File: src/rtl/board_consts.svh
`ifndef BOARD_CONSTS_SVH
`define BOARD_CONSTS_SVH

// board pin counts
`define NUM_LEDS 8
`define NUM_BTNS 7

// cycles of clk_25mhz that the internal reset is held after rst_n rises
`define RESET_STRETCH 32

// clk_25mhz cycles per half period of oled_clk
`define SPI_DIV 2

// wishbone slave port
`define WB_DATA_W 16
`define WB_ADDR_W 2

`endif

File: src/rtl/bus_pkg.sv
`include "board_consts.svh"
`default_nettype none

package bus_pkg;

  // word addresses of the register map
  typedef enum logic [`WB_ADDR_W-1:0] {
    REG_LED       = 0,
    REG_BTN       = 1,
    REG_OLED_CTRL = 2,
    REG_OLED_TX   = 3
  } reg_addr_e;

  // wait state covers a transmit write while the engine is busy
  typedef enum logic [1:0] {
    WB_IDLE,
    WB_WAIT_TX,
    WB_ACK
  } wb_state_e;

endpackage

`default_nettype wire

File: src/rtl/oled_pkg.sv
`default_nettype none

package oled_pkg;

  // byte serializer states
  typedef enum logic [1:0] {
    SPI_IDLE,
    SPI_SHIFT,
    SPI_DONE
  } spi_state_e;

  // level driven on oled_dc during a byte
  typedef enum logic {
    OLED_CMD  = 1'b0,
    OLED_DATA = 1'b1
  } oled_mode_e;

endpackage

`default_nettype wire

File: src/rtl/board_regs.sv
`include "board_consts.svh"
`default_nettype none

module board_regs (
  input  logic                   clk_25mhz,
  input  logic                   sys_rst_n,
  input  logic                   wb_cyc,
  input  logic                   wb_stb,
  input  logic                   wb_we,
  input  logic [`WB_ADDR_W-1:0]  wb_adr,
  input  logic [`WB_DATA_W-1:0]  wb_dat_w,
  output logic [`WB_DATA_W-1:0]  wb_dat_r,
  output logic                   wb_ack,
  input  logic [`NUM_BTNS-1:0]   btns,
  output logic [`NUM_LEDS-1:0]   leds,
  output logic                   oled_resn,
  output logic                   tx_start,
  output logic [7:0]             tx_byte,
  output oled_pkg::oled_mode_e   tx_mode,
  input  logic                   tx_busy
);

  bus_pkg::wb_state_e   state;
  bus_pkg::reg_addr_e   addr;
  logic                 req;
  logic                 tx_wr;
  logic [`NUM_BTNS-1:0] btn_meta;
  logic [`NUM_BTNS-1:0] btn_sync;
  logic [`WB_DATA_W-1:0] rd_data;

  assign addr   = bus_pkg::reg_addr_e'(wb_adr);
  assign req    = wb_cyc && wb_stb;
  assign tx_wr  = req && wb_we && (addr == bus_pkg::REG_OLED_TX);
  assign wb_ack = (state == bus_pkg::WB_ACK);

  // two flop synchronizer for the buttons
  always_ff @(posedge clk_25mhz) begin
    btn_meta <= btns;
    btn_sync <= btn_meta;
  end

  always_comb begin
    rd_data = '0;
    case (addr)
      bus_pkg::REG_LED:       rd_data[`NUM_LEDS-1:0] = leds;
      bus_pkg::REG_BTN:       rd_data[`NUM_BTNS-1:0] = btn_sync;
      bus_pkg::REG_OLED_CTRL: rd_data[0] = oled_resn;
      bus_pkg::REG_OLED_TX:   rd_data[0] = tx_busy;
      default:                rd_data = '0;
    endcase
  end

  // read data and transmit byte are captured when the request is taken
  always_ff @(posedge clk_25mhz) begin
    if (state == bus_pkg::WB_IDLE && req) begin
      wb_dat_r <= rd_data;
    end
    if (state == bus_pkg::WB_IDLE && tx_wr) begin
      tx_byte <= wb_dat_w[7:0];
      tx_mode <= oled_pkg::oled_mode_e'(wb_dat_w[8]);
    end
  end

  always_ff @(posedge clk_25mhz) begin
    if (!sys_rst_n) begin
      state     <= bus_pkg::WB_IDLE;
      leds      <= '0;
      oled_resn <= 1'b0;
      tx_start  <= 1'b0;
    end else begin
      tx_start <= 1'b0;
      case (state)
        bus_pkg::WB_IDLE: begin
          if (tx_wr && tx_busy) begin
            state <= bus_pkg::WB_WAIT_TX;
          end else if (req) begin
            state <= bus_pkg::WB_ACK;
            if (wb_we) begin
              case (addr)
                bus_pkg::REG_LED:       leds      <= wb_dat_w[`NUM_LEDS-1:0];
                bus_pkg::REG_OLED_CTRL: oled_resn <= wb_dat_w[0];
                bus_pkg::REG_OLED_TX:   tx_start  <= 1'b1;
                default:                ;
              endcase
            end
          end
        end
        // hold the ack until the previous byte has left
        bus_pkg::WB_WAIT_TX: begin
          if (!tx_busy) begin
            state    <= bus_pkg::WB_ACK;
            tx_start <= 1'b1;
          end
        end
        bus_pkg::WB_ACK: state <= bus_pkg::WB_IDLE;
        default:         state <= bus_pkg::WB_IDLE;
      endcase
    end
  end

endmodule

`default_nettype wire

File: src/rtl/board_top.sv
`include "board_consts.svh"
`default_nettype none

module board_top (
  input  logic                  clk_25mhz,
  input  logic                  rst_n,
  input  logic                  wb_cyc,
  input  logic                  wb_stb,
  input  logic                  wb_we,
  input  logic [`WB_ADDR_W-1:0] wb_adr,
  input  logic [`WB_DATA_W-1:0] wb_dat_w,
  output logic [`WB_DATA_W-1:0] wb_dat_r,
  output logic                  wb_ack,
  input  logic [`NUM_BTNS-1:0]  btns,
  output logic [`NUM_LEDS-1:0]  leds,
  output logic                  oled_clk,
  output logic                  oled_mosi,
  output logic                  oled_dc,
  output logic                  oled_resn,
  output logic                  oled_csn
);

  logic                 sys_rst_n;
  logic                 tx_start;
  logic [7:0]           tx_byte;
  oled_pkg::oled_mode_e tx_mode;
  logic                 tx_busy;

  reset_gen u_reset_gen (
    .clk_25mhz (clk_25mhz),
    .rst_n     (rst_n),
    .sys_rst_n (sys_rst_n)
  );

  board_regs u_board_regs (
    .clk_25mhz (clk_25mhz),
    .sys_rst_n (sys_rst_n),
    .wb_cyc    (wb_cyc),
    .wb_stb    (wb_stb),
    .wb_we     (wb_we),
    .wb_adr    (wb_adr),
    .wb_dat_w  (wb_dat_w),
    .wb_dat_r  (wb_dat_r),
    .wb_ack    (wb_ack),
    .btns      (btns),
    .leds      (leds),
    .oled_resn (oled_resn),
    .tx_start  (tx_start),
    .tx_byte   (tx_byte),
    .tx_mode   (tx_mode),
    .tx_busy   (tx_busy)
  );

  oled_spi u_oled_spi (
    .clk_25mhz (clk_25mhz),
    .sys_rst_n (sys_rst_n),
    .tx_start  (tx_start),
    .tx_byte   (tx_byte),
    .tx_mode   (tx_mode),
    .tx_busy   (tx_busy),
    .oled_clk  (oled_clk),
    .oled_mosi (oled_mosi),
    .oled_dc   (oled_dc),
    .oled_csn  (oled_csn)
  );

endmodule

`default_nettype wire

File: src/rtl/oled_spi.sv
`include "board_consts.svh"
`default_nettype none

module oled_spi (
  input  logic                 clk_25mhz,
  input  logic                 sys_rst_n,
  input  logic                 tx_start,
  input  logic [7:0]           tx_byte,
  input  oled_pkg::oled_mode_e tx_mode,
  output logic                 tx_busy,
  output logic                 oled_clk,
  output logic                 oled_mosi,
  output logic                 oled_dc,
  output logic                 oled_csn
);

  localparam int DIV_W = (`SPI_DIV > 1) ? $clog2(`SPI_DIV) : 1;
  localparam logic [DIV_W-1:0] DIV_LAST = DIV_W'(`SPI_DIV - 1);

  oled_pkg::spi_state_e state;
  logic [DIV_W-1:0]     div_cnt;
  logic [2:0]           bit_cnt;
  logic [7:0]           shift_q;
  logic                 div_end;
  logic                 clk_fall;

  assign div_end  = (div_cnt == DIV_LAST);
  assign clk_fall = (state == oled_pkg::SPI_SHIFT) && div_end && oled_clk;
  assign tx_busy  = (state != oled_pkg::SPI_IDLE);

  // byte in flight, msb leaves first
  always_ff @(posedge clk_25mhz) begin
    if (state == oled_pkg::SPI_IDLE && tx_start) begin
      shift_q <= tx_byte;
    end else if (clk_fall) begin
      shift_q <= {shift_q[6:0], 1'b0};
    end
  end

  always_ff @(posedge clk_25mhz) begin
    if (!sys_rst_n) begin
      state     <= oled_pkg::SPI_IDLE;
      div_cnt   <= '0;
      bit_cnt   <= '0;
      oled_clk  <= 1'b0;
      oled_mosi <= 1'b0;
      oled_dc   <= 1'b0;
      oled_csn  <= 1'b1;
    end else begin
      case (state)
        oled_pkg::SPI_IDLE: begin
          if (tx_start) begin
            state     <= oled_pkg::SPI_SHIFT;
            div_cnt   <= '0;
            bit_cnt   <= '0;
            oled_csn  <= 1'b0;
            oled_dc   <= tx_mode;
            oled_mosi <= tx_byte[7];
          end
        end
        // mode 0: data changes on the falling edge, sampled on the rising one
        oled_pkg::SPI_SHIFT: begin
          if (div_end) begin
            div_cnt <= '0;
            if (!oled_clk) begin
              oled_clk <= 1'b1;
            end else begin
              oled_clk <= 1'b0;
              if (bit_cnt == 3'd7) begin
                state <= oled_pkg::SPI_DONE;
              end else begin
                bit_cnt   <= bit_cnt + 3'd1;
                oled_mosi <= shift_q[6];
              end
            end
          end else begin
            div_cnt <= div_cnt + DIV_W'(1);
          end
        end
        // one half period of hold before chip select goes away
        oled_pkg::SPI_DONE: begin
          if (div_end) begin
            state     <= oled_pkg::SPI_IDLE;
            div_cnt   <= '0;
            oled_csn  <= 1'b1;
            oled_mosi <= 1'b0;
          end else begin
            div_cnt <= div_cnt + DIV_W'(1);
          end
        end
        default: state <= oled_pkg::SPI_IDLE;
      endcase
    end
  end

endmodule

`default_nettype wire

File: src/rtl/reset_gen.sv
`include "board_consts.svh"
`default_nettype none

module reset_gen (
  input  logic clk_25mhz,
  input  logic rst_n,
  output logic sys_rst_n
);

  logic [`RESET_STRETCH-1:0] stretch_q;

  // ones drain out of the low end once rst_n is high
  always_ff @(posedge clk_25mhz) begin
    if (!rst_n) begin
      stretch_q <= '1;
    end else begin
      stretch_q <= stretch_q >> 1;
    end
  end

  assign sys_rst_n = ~stretch_q[0];

endmodule

`default_nettype wire

File: config.mk
export PLATFORM = sky130hd
export DESIGN_NAME = board_top
export DESIGN_NICKNAME = d
export VERILOG_FILES = /design/src/rtl/bus_pkg.sv /design/src/rtl/oled_pkg.sv /design/src/rtl/board_regs.sv /design/src/rtl/board_top.sv /design/src/rtl/oled_spi.sv /design/src/rtl/reset_gen.sv
export VERILOG_INCLUDE_DIRS = /design/src /design/src/rtl
export SDC_FILE = /design/constraint.sdc
export NUM_CORES = 1
export LEC_CHECK = 0
export CAP_MARGIN = 20
export CORE_AREA = 2 2 81 83
export DETAILED_ROUTE_END_ITERATION = 7
export DIE_AREA = 0 0 83 85
export DONT_BUFFER_PORTS = 1
export GPL_TIMING_DRIVEN = 0
export PLACE_DENSITY = 0.81
export SLEW_MARGIN = 40
export SYNTH_ARGS = -nofsm -noshare
export SYNTH_HDL_FRONTEND = slang
export SYNTH_HIERARCHICAL = 1
export SYNTH_SLANG_ARGS = --single-unit
export TNS_END_PERCENT = 100
File: constraint.sdc
create_clock -name clk_25mhz -period 1.46 [get_ports clk_25mhz]
set_input_delay 0.146 -clock clk_25mhz [delete_from_list [all_inputs] [get_ports clk_25mhz]]
set_output_delay 0.146 -clock clk_25mhz [all_outputs]
set_load 0.02 [all_outputs]
Yosys cells after proc, flatten, opt, wreduce, memory -nomap -nowiden
Cells that the tools add are included.
- reduce and logical (&&, ||, !) cells: 29
- bitwise logic cells: 1
- eq/ne operators: 16
- multiplexer cells: 38
- add/sub/neg operators: 2
- operators by type and width (cell ; number):
    32-bit 2-to-1 mux ; 1
    5-bit AND reduction ; 4
    2-bit 2-to-1 mux ; 8
    1-bit 2-to-1 mux ; 14
    7-bit 2-to-1 mux ; 2
    3-bit 2-to-1 mux ; 4
    6-bit case mux with 2 select lines ; 1
    2-bit nonzero test ; 5
    1-bit logical AND ; 9
    2-bit equality test (second input constant) ; 4
    2-bit != test (second input constant) ; 4
    2-bit AND reduction ; 4
    2-bit by 1-bit equality test with 1-bit output (second input constant) ; 3
    2-bit zero test ; 3
    2-bit by 1-bit != test with 1-bit output (second input constant) ; 3
    1-bit case mux with 2 select lines ; 3
    2-bit case mux with 3 select lines ; 1
    3-bit case mux with 2 select lines ; 1
    6-bit AND reduction ; 1
    1-bit case mux with 4 select lines ; 1
    2-bit case mux with 2 select lines ; 1
    3-bit by 1-bit adder with 3-bit output (second input constant) ; 1
    3-bit equality test (second input constant) ; 1
    3-bit by 2-bit != test with 1-bit output (second input constant) ; 1
    other kinds (6) ; 6
- output and inout port bits: 30
- register bits after elaboration: 92
- bits of input ports: 30
- logic and storage cells: 106

Logic depth before layout (Yosys ltp)
- depth after elaboration: 6
- depth in mapped cells: 6
- depth with buffers taken out: 6

Modules after synthesis
The synthesis kept the hierarchy.
- modules (own cells, without submodules) (module ; area each (sq um) ; instances ; cells each):
    board_regs ; 1534.0 ; 1 ; 116
    oled_spi ; 913.4 ; 1 ; 81
    reset_gen ; 857.1 ; 1 ; 68

Worst setup path before layout
No wires, ideal clock.
- path kind: register to register
- from: reg u_oled_spi.state[0]
- to: reg u_oled_spi.shift_q[1], data pin
- buffers on the path: 0
- path slack: -90 ps
- arrival time: 1290 ps
- library setup time: 260 ps
- period minus slack after synthesis: 1550 ps
- cell stages (with the launch flop): 5
- cell sequence: dfxtp_1 > inv_1 > ha_1 > nand2_1 > mux2_2
- word-level cells in the longest chain between the ends: 3
- RTL lines (item ; line ; RTL):
    from (decl) ; oled_spi.sv:20 ; oled_pkg::spi_state_e state;
    from (signal assigned) ; oled_spi.sv:42 ; state <= oled_pkg::SPI_IDLE;
    from (signal assigned) ; oled_spi.sv:53 ; state <= oled_pkg::SPI_SHIFT;
    from (signal assigned) ; oled_spi.sv:70 ; state <= oled_pkg::SPI_DONE;
    2-bit zero test ; oled_spi.sv:33 ; if (state == oled_pkg::SPI_IDLE && tx_start) begin
    1-bit logical AND ; oled_spi.sv:33 ;
    7-bit 2-to-1 mux ; oled_spi.sv:33 ;
    to (signal assigned) ; oled_spi.sv:34 ; shift_q <= tx_byte;
    to (signal assigned) ; oled_spi.sv:36 ; shift_q <= {shift_q[6:0], 1'b0};
    to (decl) ; oled_spi.sv:23 ; logic [7:0] shift_q;
No other way between the ends.
A chain may end at the register's enable or synchronous reset.

Final worst setup path
- from: reg u_oled_spi.bit_cnt[1]
- to: reg u_oled_spi.bit_cnt[1]
- word-level cells in the longest chain between the ends: 5
- RTL lines (item ; line ; RTL):
    from (decl) ; oled_spi.sv:22 ; logic [2:0] bit_cnt;
    from (signal assigned) ; oled_spi.sv:72 ; bit_cnt <= bit_cnt + 3'd1;
    3-bit by 1-bit adder with 3-bit output ; oled_spi.sv:72 ;
    3-bit 2-to-1 mux ; oled_spi.sv:69 ; if (bit_cnt == 3'd7) begin
    3-bit 2-to-1 mux ; oled_spi.sv:65 ; if (!oled_clk) begin
    3-bit 2-to-1 mux ; oled_spi.sv:63 ; if (div_end) begin
    3-bit case mux with 2 select lines ; oled_spi.sv:50 ; case (state)
Several ways; a longest one is shown, not always the timed one. The select of a mux whose other input is x is not followed.

==> metrics.yaml <==
status: "complete, but fails checks"
violations: "setup timing"
leakage_nw: 1.457
grt_first_pass_wirelength_um: 9397
hp-class: "in2reg"
yosys_register_bits: 92
io_pins: 60
synth_area_mm2: 0.003304
timing.final.ws_setup_ns: -0.1386
multi_input_area_mm2: 0.001197
die-width_um: 83
startpoint_type: "flop"
placedCellCount: 349
gp_congestion: 0.8420
initial_core_util: 0.5326
diodes: 0
root_buffer: "clkbuf_8"
drtIter0Drc: 60
final_util: 0.6352
synthAdderAreaFrac: 0.03029
placed_area_mm2: 0.003436
yosysTopAreaCellShare: 0.4120
fin_cells: 389
final_cell_area_mm2: 0.003941
fillCellCount: 456
hold_slack_ns: 0.03903
slew_viol_final: 0
nNetsFinal: 345
final.setup.tns_ns: -0.6061
netlist_top_cells_area: "dfxtp_1 (41%), edfxtp_1 (22%), mux2i_1 (6.4%), nand2b_1 (6.2%), nand2_1 (3.5%)"
syn_area_per_cell_um2: 12.47
fmax_mhz: 625.5
die_y_um: 85
setup_viol: 7
finalCritPeriodShare: 1.095
grt_pass1_vias: 1956
cts_buffers: 9
synthSimpleGateAreaFrac: 0.1655
place_ws_ns: -0.1739
antenna_found_initial: 0
yosysSeqAreaShare: 0.6301
routedWlPerCell_um: 14.74
crit_type: "reg2reg"
drv_cap: 0
via_per_inst: 5.087
port_buffers: 0
total_power_mw: 4.372
rsz0062_at_grt: "yes"
final.setup_skew_ns: 0.005896
ys_warn_count: 6
cp.arrival_ns: 1.88
dp_hpwl_um: 3686
end_kind: "flop"
htree_levels: 3
syn_inst: 265
route.vias.total: 1979
fp-row-count: 29
clk_pin_slew_worst_paths_ns: 0.09
die-area_mm2: 0.007055
cts_buffer_depth: 2
grt_max_degree: 18
p_per_area_mw_per_mm2: 1109
track_usage: 0.1705
yosysTopAreaCell: "dfxtp_1"
synth.area.mux_share: 0.09087
synth_top_family_by_area: "simple AND/OR/NAND/NOR gates"
drive_gt1_frac: 0.2244
irDropWorstVdd_v: 0.0009988
antenna_left: 0
syn_to_final_growth_pct: 19.27
hold_viol: 0
worst-path-max-fanout: 3
drt-pass1-iter-count: 4
required_ns: 1.74
core_area_mm2: 0.006205
synthDistinctLibCells: 41
ff_latch_area_mm2: 0.002093
cts.sinks: 92
drc_errors: 0
synthXorXnorAreaFrac: 0.002651
wl_um: 5735
synth-compound-area-share: 0.03673
grt_overflow: 0
clk_latency_ns: 0.35
cts_tree: "built"
fin_crit_ns: 1.599
flip-flops by register name, indices dropped and copies added, names as in the netlist, 2 cells and up:
signal,cells
u_reset_gen/stretch_q,32
u_oled_spi/bit_cnt,3
u_board_regs/tx_byte,8
u_board_regs/leds,8
u_oled_spi/shift_q,7
u_board_regs/wb_dat_r,8
u_board_regs/state,2
u_board_regs/btn_meta,7
u_board_regs/btn_sync,7
u_oled_spi/state,2
layer usage:
layer  vias up  GRT usage  routed length (um)
li1        959          -                   -
met1       955     0.2038                2451
met2        54     0.2874                2958
met3        11    0.04767                 241
met4         0    0.07899                  84
met5         -          0                   0
worst max-delay path, cell delays in order (launching register included):
cell and delay (ns):
dfxtp_2 0.35, ha_4 0.16, ha_4 0.15, nand3b_1 0.27, a211oi_4 0.37, mux2i_1 0.23
power breakdown:
group          switching, mW  total [mW]  internal [mW]
clock                  0.910        1.56          0.649
sequential            0.0210        2.66           2.64
combinational         0.0736       0.148         0.0749
final cells by class:
type / count / area share
Tap cell: 77 / 0.02444
Buffer: 17 / 0.02857
Multi-Input combinational cell: 155 / 0.3038
Clock inverter: 7 / 0.01429
Clock buffer: 9 / 0.03143
Inverter: 8 / 0.009206
Timing Repair Buffer: 24 / 0.05714
Sequential cell: 92 / 0.5311
cell families (layout without fill, tap and decap cells):
logic type / after synthesis / after routing
other cells: 1 / 8
compound gates: 13 / 13
mux: 28 / 28
fa+ha+maj: 8 / 8
flops: 92 / 92
simple gates: 97 / 97
buf+inv: 25 / 65
xor+xnor: 1 / 1
what timing repair did:
action | in CTS | in global routing
resized for setup | 16 | 11
hold buffers | 18 | 0
hold endpoints to repair | 29 | 0
endpoints found under the setup margin | 29 | 29
pin swaps | 3 | 3
setup buffers | 4 | 2
layout by cell type, fill, tap and decap left out, drive strengths merged, types with 2 or more instances in the layout:
cell / netlist / final
a2111oi: 3 / 3
a21boi: 2 / 2
a21oi: 3 / 3
and3: 2 / 2
buf: 15 / 22
clkbuf: 2 / 10
clkinv: 0 / 2
conb: 1 / 8
dfxtp: 68 / 68
dlygate4sd3: 0 / 18
edfxtp: 24 / 24
ha: 8 / 8
inv: 8 / 12
mux2: 6 / 6
mux2i: 21 / 21
nand2: 31 / 31
nand2b: 33 / 33
nand3: 4 / 4
nand3b: 3 / 3
nor2: 8 / 8
nor2b: 6 / 6
o21ai: 3 / 3
cell usage after synthesis (all sizes together):
cell type	n
a211oi	1
nand2b	33
and3	2
and4	1
dfxtp	68
clkbuf	2
nor2b	6
nor4b	1
nand4b	1
nand2	31
conb	1
mux2	6
nor3b	1
buf	15
nor2	8
and3b	1
edfxtp	24
a21boi	2
xnor2	1
a2111oi	3
nand3b	3
a21oi	3
or4b	1
o21ai	3
mux2i	21
inv	8
mux4	1
nand3	4
ha	8
nor4	1
nand4	1
and2b	1
a31oi	1
and2	1
path summary, 6_finish.rpt:
| check | depth (start not counted) | start | end | slack, ns |
|---|---|---|---|---|
| worst max-delay path | 5 | u_oled_spi/bit_cnt[1]$_SDFFE_PN0P_ | u_oled_spi/bit_cnt[1]$_SDFFE_PN0P_ | -0.14 |
| worst min-delay path | 2 | rst_n | u_reset_gen/stretch_q[31]$_DFF_P_ | 0.04 |
| worst max register to register | 5 | u_oled_spi/bit_cnt[1]$_SDFFE_PN0P_ | u_oled_spi/bit_cnt[1]$_SDFFE_PN0P_ | -0.14 |
| worst min register to register | 0 | u_board_regs/btn_meta[1]$_DFF_P_ | u_board_regs/btn_sync[1]$_DFF_P_ | 0.33 |
Power figures use the tool's default switching activity.
